===== config.mk =====
export PLATFORM = sky130hd
export DESIGN_NAME = rover_nav_top
export DESIGN_NICKNAME = d
export VERILOG_FILES = /design/src/logic/rover_nav_pkg.sv /design/src/logic/location_capture.sv /design/src/logic/move_command_port.sv /design/src/logic/orientation_math.sv /design/src/logic/path_sequencer.sv /design/src/logic/rover_nav_top.sv
export VERILOG_INCLUDE_DIRS = /design/src /design/src/include
export SDC_FILE = /design/constraint.sdc
export NUM_CORES = 1
export LEC_CHECK = 0
export ABC_AREA = 1
export BUFFER_PORTS_ARGS = -buffer_cell sky130_fd_sc_hd__buf_2
export CAP_MARGIN = 20
export CORE_AREA = 2 2 326 328
export DETAILED_ROUTE_END_ITERATION = 8
export DIE_AREA = 0 0 328 330
export SYNTH_ARGS = -nofsm -noshare
export SYNTH_HDL_FRONTEND = slang
export SYNTH_HIERARCHICAL = 1
export SYNTH_SLANG_ARGS = --single-unit

===== constraint.sdc =====
create_clock -name clock -period 12.34 [get_ports clock]
set_input_delay 2.468 -clock clock [delete_from_list [all_inputs] [get_ports clock]]
set_output_delay 2.468 -clock clock [all_outputs]
set_load 0.05 [all_outputs]

===== src/include/rover_nav_defines.svh =====
`ifndef ROVER_NAV_DEFINES_SVH
`define ROVER_NAV_DEFINES_SVH

////////////////////////////////////////////////////////////////////////////
// navigation constants
////////////////////////////////////////////////////////////////////////////

// distance of the straight-ahead probe move
`define PROBE_DISTANCE 5

// rover counts as home at or inside this radius
`define REACH_RADIUS 8

// number of bearing sectors, 22.5 degrees each
`define HEADINGS 16

`endif


===== src/logic/rover_nav_pkg.sv =====
`default_nettype none

package rover_nav_pkg;

   ////////////////////////////////////////////////////////////////////////////
   // payload types
   ////////////////////////////////////////////////////////////////////////////

   // rover position, bearing sector on top and radius below
   typedef struct packed {
      logic [3:0] theta;
      logic [7:0] r;
   } polar_loc_t;

   // turn in sectors, then straight distance
   typedef struct packed {
      logic [4:0] angle;
      logic [6:0] distance;
   } move_cmd_t;

   // move plus the flags that travel with it
   typedef struct packed {
      move_cmd_t  cmd;
      logic       probe;
      logic       reached;
      logic       missed;
   } move_status_t;

   ////////////////////////////////////////////////////////////////////////////
   // state encodings
   ////////////////////////////////////////////////////////////////////////////

   typedef enum logic [2:0] {
      IDLE_STATE,
      WAIT_FOR_NEW_LOC,
      CALC_ORIENTATION,
      START_MOVE,
      SEND_WAIT
   } seq_state_t;

   typedef enum logic [1:0] {
      M_IDLE,
      M_CONVERT,
      M_SEARCH,
      M_DONE
   } math_state_t;

   // cos of sector k, scaled by 64 and rounded
   // sine is read as cos of (k - 4) mod 16
   function automatic logic signed [7:0] cos_table(input logic [3:0] k);
      case (k)
         4'd0:    return 8'sd64;
         4'd1:    return 8'sd59;
         4'd2:    return 8'sd45;
         4'd3:    return 8'sd24;
         4'd4:    return 8'sd0;
         4'd5:    return -8'sd24;
         4'd6:    return -8'sd45;
         4'd7:    return -8'sd59;
         4'd8:    return -8'sd64;
         4'd9:    return -8'sd59;
         4'd10:   return -8'sd45;
         4'd11:   return -8'sd24;
         4'd12:   return 8'sd0;
         4'd13:   return 8'sd24;
         4'd14:   return 8'sd45;
         default: return 8'sd59;
      endcase
   endfunction

endpackage

`default_nettype wire


===== src/logic/location_capture.sv =====
`default_nettype none

module location_capture
   import rover_nav_pkg::*;
(
   input  wire logic       clock,
   input  wire logic       reset,
   input  wire logic       loc_req,
   input  wire polar_loc_t loc_data,
   output logic            loc_ack,
   output polar_loc_t      sample,
   output logic            sample_valid,
   input  wire logic       sample_take
);

   // new request seen with an empty slot
   logic accept;

   assign accept = loc_req && !loc_ack && !sample_valid;

   ////////////////////////////////////////////////////////////////////////////
   // four-phase handshake and slot flag
   ////////////////////////////////////////////////////////////////////////////

   always_ff @(posedge clock) begin
      if (reset) begin
         loc_ack      <= 1'b0;
         sample_valid <= 1'b0;
      end else begin
         // sequencer empties the slot
         if (sample_take) begin
            sample_valid <= 1'b0;
         end
         // ack only goes up into a free slot, so a busy sequencer stalls the sender
         if (accept) begin
            loc_ack      <= 1'b1;
            sample_valid <= 1'b1;
         end else if (loc_ack && !loc_req) begin
            // sender released req, close out the transfer
            loc_ack <= 1'b0;
         end
      end
   end

   // slot contents
   always_ff @(posedge clock) begin
      if (accept) begin
         sample <= loc_data;
      end
   end

   // sender keeps data steady until the ack comes back
   a_loc_data_stable: assert property (
      @(posedge clock) disable iff (reset)
      (loc_req && !loc_ack) |=> (!loc_req || $stable(loc_data))
   );

endmodule

`default_nettype wire


===== src/logic/move_command_port.sv =====
`default_nettype none

module move_command_port
   import rover_nav_pkg::*;
(
   input  wire logic          clock,
   input  wire logic          reset,
   input  wire logic          cmd_load,
   input  wire move_status_t  cmd,
   output logic               cmd_idle,
   output logic               mv_req,
   output move_status_t       mv_data,
   input  wire logic          mv_ack
);

   // idle, req up, waiting for ack to drop
   typedef enum logic [1:0] {
      P_IDLE,
      P_REQ,
      P_RELEASE
   } port_phase_t;

   port_phase_t phase;

   assign cmd_idle = (phase == P_IDLE);
   assign mv_req   = (phase == P_REQ);

   ////////////////////////////////////////////////////////////////////////////
   // four-phase sender
   ////////////////////////////////////////////////////////////////////////////

   always_ff @(posedge clock) begin
      if (reset) begin
         phase <= P_IDLE;
      end else begin
         case (phase)
            P_IDLE: begin
               if (cmd_load) begin
                  phase <= P_REQ;
               end
            end
            P_REQ: begin
               // req falls the cycle after ack is seen
               if (mv_ack) begin
                  phase <= P_RELEASE;
               end
            end
            default: begin
               if (!mv_ack) begin
                  phase <= P_IDLE;
               end
            end
         endcase
      end
   end

   // holding register for the move handed over by the sequencer
   always_ff @(posedge clock) begin
      if (cmd_load) begin
         mv_data <= cmd;
      end
   end

   a_mv_data_stable: assert property (
      @(posedge clock) disable iff (reset)
      mv_req |=> (!mv_req || $stable(mv_data))
   );

endmodule

`default_nettype wire


===== src/logic/orientation_math.sv =====
`default_nettype none

`include "rover_nav_defines.svh"

module orientation_math
   import rover_nav_pkg::*;
(
   input  wire logic       clock,
   input  wire logic       reset,
   input  wire logic       math_start,
   input  wire polar_loc_t origin_loc,
   input  wire polar_loc_t final_loc,
   output logic [3:0]      heading,
   output logic            still,
   output logic            math_done
);

   // last sector scored, and the sine offset
   localparam logic [3:0] LAST_K  = 4'(`HEADINGS - 1);
   localparam logic [3:0] QUARTER = 4'(`HEADINGS / 4);

   math_state_t state;
   // second convert cycle forms the difference
   logic        diff_phase;
   logic [3:0]  k_idx;

   // latched inputs
   polar_loc_t  org_q;
   polar_loc_t  fin_q;

   // cartesian points and their difference
   logic signed [10:0] x0;
   logic signed [10:0] y0;
   logic signed [10:0] x1;
   logic signed [10:0] y1;
   logic signed [10:0] dx;
   logic signed [10:0] dy;

   // search datapath, one multiply pair
   logic signed [18:0] term_x;
   logic signed [18:0] term_y;
   logic signed [19:0] score;
   logic signed [19:0] best_score;
   logic [3:0]         best_k;
   logic               win;
   logic               still_now;

   // r times cos of sector, arithmetic shift by 6
   function automatic logic signed [10:0] to_axis(input logic [7:0] r, input logic [3:0] k);
      logic signed [16:0] prod;
      prod = $signed({1'b0, r}) * cos_table(k);
      return prod[16:6];
   endfunction

   ////////////////////////////////////////////////////////////////////////////
   // heading score for the current sector
   ////////////////////////////////////////////////////////////////////////////

   assign term_x    = dx * cos_table(k_idx);
   assign term_y    = dy * cos_table(k_idx - QUARTER);
   assign score     = $signed({term_x[18], term_x}) + $signed({term_y[18], term_y});
   // first sector always wins, later ones only on a strictly higher score
   assign win       = (k_idx == 4'd0) || (score > best_score);
   assign still_now = (dx == 11'sd0) && (dy == 11'sd0);

   // control, 19 cycles from start to done
   always_ff @(posedge clock) begin
      if (reset) begin
         state      <= M_IDLE;
         diff_phase <= 1'b0;
         k_idx      <= 4'd0;
         math_done  <= 1'b0;
      end else begin
         math_done <= 1'b0;
         case (state)
            M_IDLE: begin
               if (math_start) begin
                  diff_phase <= 1'b0;
                  state      <= M_CONVERT;
               end
            end
            M_CONVERT: begin
               if (!diff_phase) begin
                  diff_phase <= 1'b1;
               end else begin
                  k_idx <= 4'd0;
                  state <= M_SEARCH;
               end
            end
            M_SEARCH: begin
               k_idx <= k_idx + 4'd1;
               if (k_idx == LAST_K) begin
                  math_done <= 1'b1;
                  state     <= M_DONE;
               end
            end
            default: begin
               // done pulse is out, back to idle
               state <= M_IDLE;
            end
         endcase
      end
   end

   // datapath
   always_ff @(posedge clock) begin
      case (state)
         M_IDLE: begin
            if (math_start) begin
               org_q <= origin_loc;
               fin_q <= final_loc;
            end
         end
         M_CONVERT: begin
            if (!diff_phase) begin
               x0 <= to_axis(org_q.r, org_q.theta);
               y0 <= to_axis(org_q.r, org_q.theta - QUARTER);
               x1 <= to_axis(fin_q.r, fin_q.theta);
               y1 <= to_axis(fin_q.r, fin_q.theta - QUARTER);
            end else begin
               dx <= x1 - x0;
               dy <= y1 - y0;
            end
         end
         M_SEARCH: begin
            if (win) begin
               best_score <= score;
               best_k     <= k_idx;
            end
            // last sector, publish the result
            if (k_idx == LAST_K) begin
               heading <= still_now ? 4'd0 : (win ? k_idx : best_k);
               still   <= still_now;
            end
         end
         default: begin
         end
      endcase
   end

   // sequencer must wait for done before starting again
   a_start_when_idle: assert property (
      @(posedge clock) disable iff (reset)
      math_start |-> (state == M_IDLE)
   );

endmodule

`default_nettype wire


===== src/logic/path_sequencer.sv =====
`default_nettype none

`include "rover_nav_defines.svh"

module path_sequencer
   import rover_nav_pkg::*;
(
   input  wire logic         clock,
   input  wire logic         reset,
   input  wire polar_loc_t   sample,
   input  wire logic         sample_valid,
   output logic              sample_take,
   input  wire logic [3:0]   target,
   output logic              math_start,
   output polar_loc_t        origin_loc,
   output polar_loc_t        final_loc,
   input  wire logic [3:0]   heading,
   input  wire logic         still,
   input  wire logic         math_done,
   output move_status_t      cmd,
   output logic              cmd_load,
   input  wire logic         cmd_idle
);

   localparam logic [3:0] HALF_TURN   = 4'(`HEADINGS / 2);
   localparam logic [3:0] LAST_SECTOR = 4'(`HEADINGS - 1);

   // fixed straight-ahead probe
   localparam move_status_t PROBE_MOVE = '{
      cmd:     '{angle: 5'd0, distance: 7'(`PROBE_DISTANCE)},
      probe:   1'b1,
      reached: 1'b0,
      missed:  1'b0
   };

   seq_state_t   state;
   logic         take_first;
   logic         take_second;
   logic         load_steer;

   // steering move pieces
   move_status_t steer;
   logic [3:0]   home_heading;
   logic [3:0]   sector_gap;
   logic         reached_now;
   logic         far_off;

   // first sample needs the output port free for the probe
   assign take_first  = (state == IDLE_STATE) && sample_valid && cmd_idle;
   assign take_second = (state == WAIT_FOR_NEW_LOC) && sample_valid;
   assign sample_take = take_first || take_second;
   assign load_steer  = (state == START_MOVE) && cmd_idle;

   ////////////////////////////////////////////////////////////////////////////
   // steering move from the second sample and the heading
   ////////////////////////////////////////////////////////////////////////////

   always_comb begin
      // origin lies straight behind the rover's bearing sector
      home_heading = final_loc.theta + HALF_TURN;
      sector_gap   = final_loc.theta - target;
      reached_now  = final_loc.r <= 8'(`REACH_RADIUS);
      // circular distance above one sector
      far_off      = (sector_gap > 4'd1) && (sector_gap < LAST_SECTOR);

      steer.cmd.angle    = still ? 5'd0 : {1'b0, home_heading - heading};
      steer.cmd.distance = (final_loc.r > 8'd127) ? 7'd127 : final_loc.r[6:0];
      steer.probe        = 1'b0;
      steer.reached      = reached_now;
      // no heading from a rover that did not move
      steer.missed       = !reached_now && (far_off || still);
   end

   // fsm
   always_ff @(posedge clock) begin
      if (reset) begin
         state      <= IDLE_STATE;
         math_start <= 1'b0;
         cmd_load   <= 1'b0;
      end else begin
         math_start <= 1'b0;
         cmd_load   <= 1'b0;
         case (state)
            IDLE_STATE: begin
               // first of the pair, send the probe
               if (take_first) begin
                  cmd_load <= 1'b1;
                  state    <= WAIT_FOR_NEW_LOC;
               end
            end
            WAIT_FOR_NEW_LOC: begin
               if (take_second) begin
                  math_start <= 1'b1;
                  state      <= CALC_ORIENTATION;
               end
            end
            CALC_ORIENTATION: begin
               if (math_done) begin
                  state <= START_MOVE;
               end
            end
            START_MOVE: begin
               // probe may still be in flight on a slow ack
               if (load_steer) begin
                  cmd_load <= 1'b1;
                  state    <= SEND_WAIT;
               end
            end
            SEND_WAIT: begin
               // port drops idle only one cycle after the load pulse
               if (!cmd_load && cmd_idle) begin
                  state <= IDLE_STATE;
               end
            end
            default: begin
               state <= IDLE_STATE;
            end
         endcase
      end
   end

   // sample and command registers
   always_ff @(posedge clock) begin
      if (take_first) begin
         origin_loc <= sample;
         cmd        <= PROBE_MOVE;
      end
      if (take_second) begin
         final_loc <= sample;
      end
      if (load_steer) begin
         cmd <= steer;
      end
   end

   // output port must be free whenever a move is handed over
   a_load_into_idle: assert property (
      @(posedge clock) disable iff (reset)
      cmd_load |-> cmd_idle
   );

endmodule

`default_nettype wire


===== src/logic/rover_nav_top.sv =====
`default_nettype none

module rover_nav_top
   import rover_nav_pkg::*;
(
   input  wire logic          clock,
   input  wire logic          reset,
   input  wire logic          loc_req,
   input  wire polar_loc_t    loc_data,
   output logic               loc_ack,
   input  wire logic [3:0]    target,
   output logic               mv_req,
   output move_status_t       mv_data,
   input  wire logic          mv_ack
);

   // capture to sequencer
   polar_loc_t   sample;
   logic         sample_valid;
   logic         sample_take;

   // sequencer to math
   logic         math_start;
   polar_loc_t   origin_loc;
   polar_loc_t   final_loc;
   logic [3:0]   heading;
   logic         still;
   logic         math_done;

   // sequencer to output
   move_status_t cmd;
   logic         cmd_load;
   logic         cmd_idle;

   ////////////////////////////////////////////////////////////////////////////
   // input side, processing, output side
   ////////////////////////////////////////////////////////////////////////////

   location_capture u_capture (
      .clock        (clock),
      .reset        (reset),
      .loc_req      (loc_req),
      .loc_data     (loc_data),
      .loc_ack      (loc_ack),
      .sample       (sample),
      .sample_valid (sample_valid),
      .sample_take  (sample_take)
   );

   path_sequencer u_sequencer (
      .clock        (clock),
      .reset        (reset),
      .sample       (sample),
      .sample_valid (sample_valid),
      .sample_take  (sample_take),
      .target       (target),
      .math_start   (math_start),
      .origin_loc   (origin_loc),
      .final_loc    (final_loc),
      .heading      (heading),
      .still        (still),
      .math_done    (math_done),
      .cmd          (cmd),
      .cmd_load     (cmd_load),
      .cmd_idle     (cmd_idle)
   );

   orientation_math u_math (
      .clock      (clock),
      .reset      (reset),
      .math_start (math_start),
      .origin_loc (origin_loc),
      .final_loc  (final_loc),
      .heading    (heading),
      .still      (still),
      .math_done  (math_done)
   );

   move_command_port u_port (
      .clock    (clock),
      .reset    (reset),
      .cmd_load (cmd_load),
      .cmd      (cmd),
      .cmd_idle (cmd_idle),
      .mv_req   (mv_req),
      .mv_data  (mv_data),
      .mv_ack   (mv_ack)
   );

endmodule

`default_nettype wire


==> flow_metrics.py <==
metrics = {
    "pwr": {
        "pwr-share-clk": 0.138,
        "power.switching_mw": 2.67,
        "seqPwrFrac": 0.224,
        "power_switching_share": 0.480,
        "power.density_nw_per_um2": 194,
        "finalPower_mw": 5.56,
        "cellLeakagePower_nw": 14.7,
        "intPower_mw": 2.89,
        "peakVddDrop_uv": 189,
        "power_frac_comb": 0.638,
    },
    "floorplanning": {
        "start_util": 0.248,
        "core-area_um2": 105000,
        "die_height_um": 330,
        "pin_count": 37,
        "rows": 119,
        "die-area_um2": 108000,
        "fp.dieW_um": 328,
    },
    "timing": {
        "timing.final.ws_setup_ns": 3.61,
        "max_slew.worst_pin.slew_ns": 0.980,
        "skew_ns": 0.0149,
        "fin_crit_ns": 8.73,
        "rsz0062_at_grt": "no",
        "final.period_utilization": 0.707,
        "final-max-slew-violation-count": 0,
        "hold_viol_final": 0,
        "finalSetupViolCount": 0,
        "clock.fmax_mhz": 115,
        "fin_tns_setup_ns": 0,
        "max_slew_margin": 0.340,
    },
    "detailed_routing": {
        "wirelength_mm": 56.1,
        "wl_per_cell_um": 12.7,
        "drt_pre_antenna_iters": 5,
        "vias_per_cell": 4.13,
        "drtIter0Drc": 1015,
        "route.vias.total": 18300,
        "ant_nets": 0,
        "drc_errors": 0,
    },
    "placement": {
        "port_buffers": 36,
        "place_ws_ns": 3.07,
        "dp.final_hpwl_mm": 46.9,
        "gp_congestion": 0.908,
    },
    "final_layout": {
        "nets": 3675,
        "area_growth_pct": 10.1,
        "post-route-util": 0.273,
        "final_cell_mix": "inv_1, nand2_1, fa_1",
        "final_common_cell": "inv_1",
        "diodes": 0,
        "drive_above_1_share": 0.0431,
    },
    "yosys": {
        "synth_ff_type": "edfxtp_1",
        "async_flop_share": 0,
        "synth_top_area_share": 0.254,
        "synth_cells": 3003,
        "synth_area_leaders": "fa_1, edfxtp_1, ha_1",
        "netlist_area_um2": 25900,
        "yosys_warnings": 6,
        "synth_cell_types": 50,
        "ys_seq_elements": 225,
        "synthesis.nets": 3656,
        "yosysTopAreaCell": "fa_1",
        "yosysSeqAreaShare": 0.244,
        "syn_area_per_cell_um2": 8.64,
        "synth-edff-count": 183,
    },
    "setup_path": {
        "path_common_cell": "fa_1",
        "worstPathArrival_ns": 8.98,
        "max_stage_delay_ns": 0.59,
        "cpMaxStageDelayCell": "fa_1",
        "cp-end-kind": "register",
        "path_class": "reg -> reg",
        "cp_max_fo": 17,
        "path_buf_inv": 6,
        "critPathTopFamily": "adder cells",
        "critPathLaunchType": "register",
        "cp.required_ns": 12.60,
    },
    "flow_run": {
        "maxCapViolCount": 0,
    },
    "clocking": {
        "cts_resized": 0,
        "root_buffer": "clkbuf_16",
        "clock-sinks": 225,
        "clk-insertion-delay-late_ns": 0.56,
        "htree_levels": 1,
        "hold_buffers": 0,
        "cts_tree": "done",
        "clockBufferDepth": 3,
        "path_clk_slew_ns": 0.06,
        "cts_buffers": 25,
        "post-cts-setup-buffers": 0,
    },
    "global_routing": {
        "grt_usage": 0.107,
        "grt_overflow": 0,
        "grt_pass1_vias": 18700,
        "grt_max_degree": 46,
        "grt_pass1_wl_mm": 93.9,
        "antenna_found_initial": 0,
    },
    "outcome": {
        "outcome": "finished clean",
    },
    "worst_hold_path": {
        "hp-class": "reg -> reg",
    },
}
[metrics by stage]
| step | instances | hold WS [ns] | instance area (µm²) |
|---|---|---|---|
| 2_1_floorplan | 3003 | 0.400 | 25900 |
| 3_3_place_gp | 4384 | 0.403 | 27700 |
| 3_5_place_dp | 4384 | 0.405 | 27700 |
| 4_1_cts | 4430 | 0.419 | 28500 |
| 5_1_grt | 4432 | 0.430 | 28600 |
| 6_report | 4432 | 0.420 | 28600 |
[synthesized netlist by cell type, drive strengths merged, types with 8 or more instances]
library cell / n
inv: 798
nand2: 624
fa: 329
ha: 304
nor2: 234
edfxtp: 183
o21ai: 97
a21oi: 94
nand3: 64
xor2: 51
clkbuf: 44
dfxtp: 42
xnor2: 27
nor3: 16
or2: 13
a21o: 12
nand4: 12
nor4: 8
o31ai: 8
[final timing paths]
path,startpoint,endpoint,slack [ns],cells after the start
max,u_math/k_idx[2],u_math/best_score[7],3.61,32
min,u_sequencer/origin_loc[6],u_math/org_q[6],0.42,0
max reg2reg,u_math/k_idx[2],u_math/best_score[7],3.61,32
min reg2reg,u_sequencer/origin_loc[6],u_math/org_q[6],0.42,0
[routing by layer]
layer	track usage	wire (µm)	up-vias
met1	0.141	25700	8766
met2	0.183	26400	349
met4	0.0283	1420	0
met5	0	0	-
met3	0.0146	2620	79
li1	-	-	9121
[area by class of cell]
cell class	count	area [µm²]
inverters	799	3000
clock buffers	31	668
multi-input cells	1931	16400
clock inverters	15	176
well taps	1391	1740
flip-flops and latches	225	6340
fillers	11200	76100
repair buffers	40	224
[kinds of logic (layout without fill, tap and decap cells)]
family          after synthesis  count (layout)  share of synthesized area
simple gates                977             977                      0.153
flops                       225             225                      0.244
xor+xnor                     78              78                     0.0266
compound gates              242             242                     0.0530
fa+ha+maj                   633             633                      0.400
buf+inv                     847             885                      0.123
other cells                   1               1                   0.000145
[power by group through the flow]
stage / registers, mW / clock network [mW] / logic (mW)
floorplan: 1.20 / 0 / 2.73
global route: 1.26 / 0.816 / 4.16
CTS: 1.25 / 0.791 / 3.60
detailed placement: 1.26 / 0 / 3.57
finish: 1.24 / 0.765 / 3.55
global placement: 1.26 / 0 / 3.52
No activity file was read; power rests on OpenSTA's default activity.
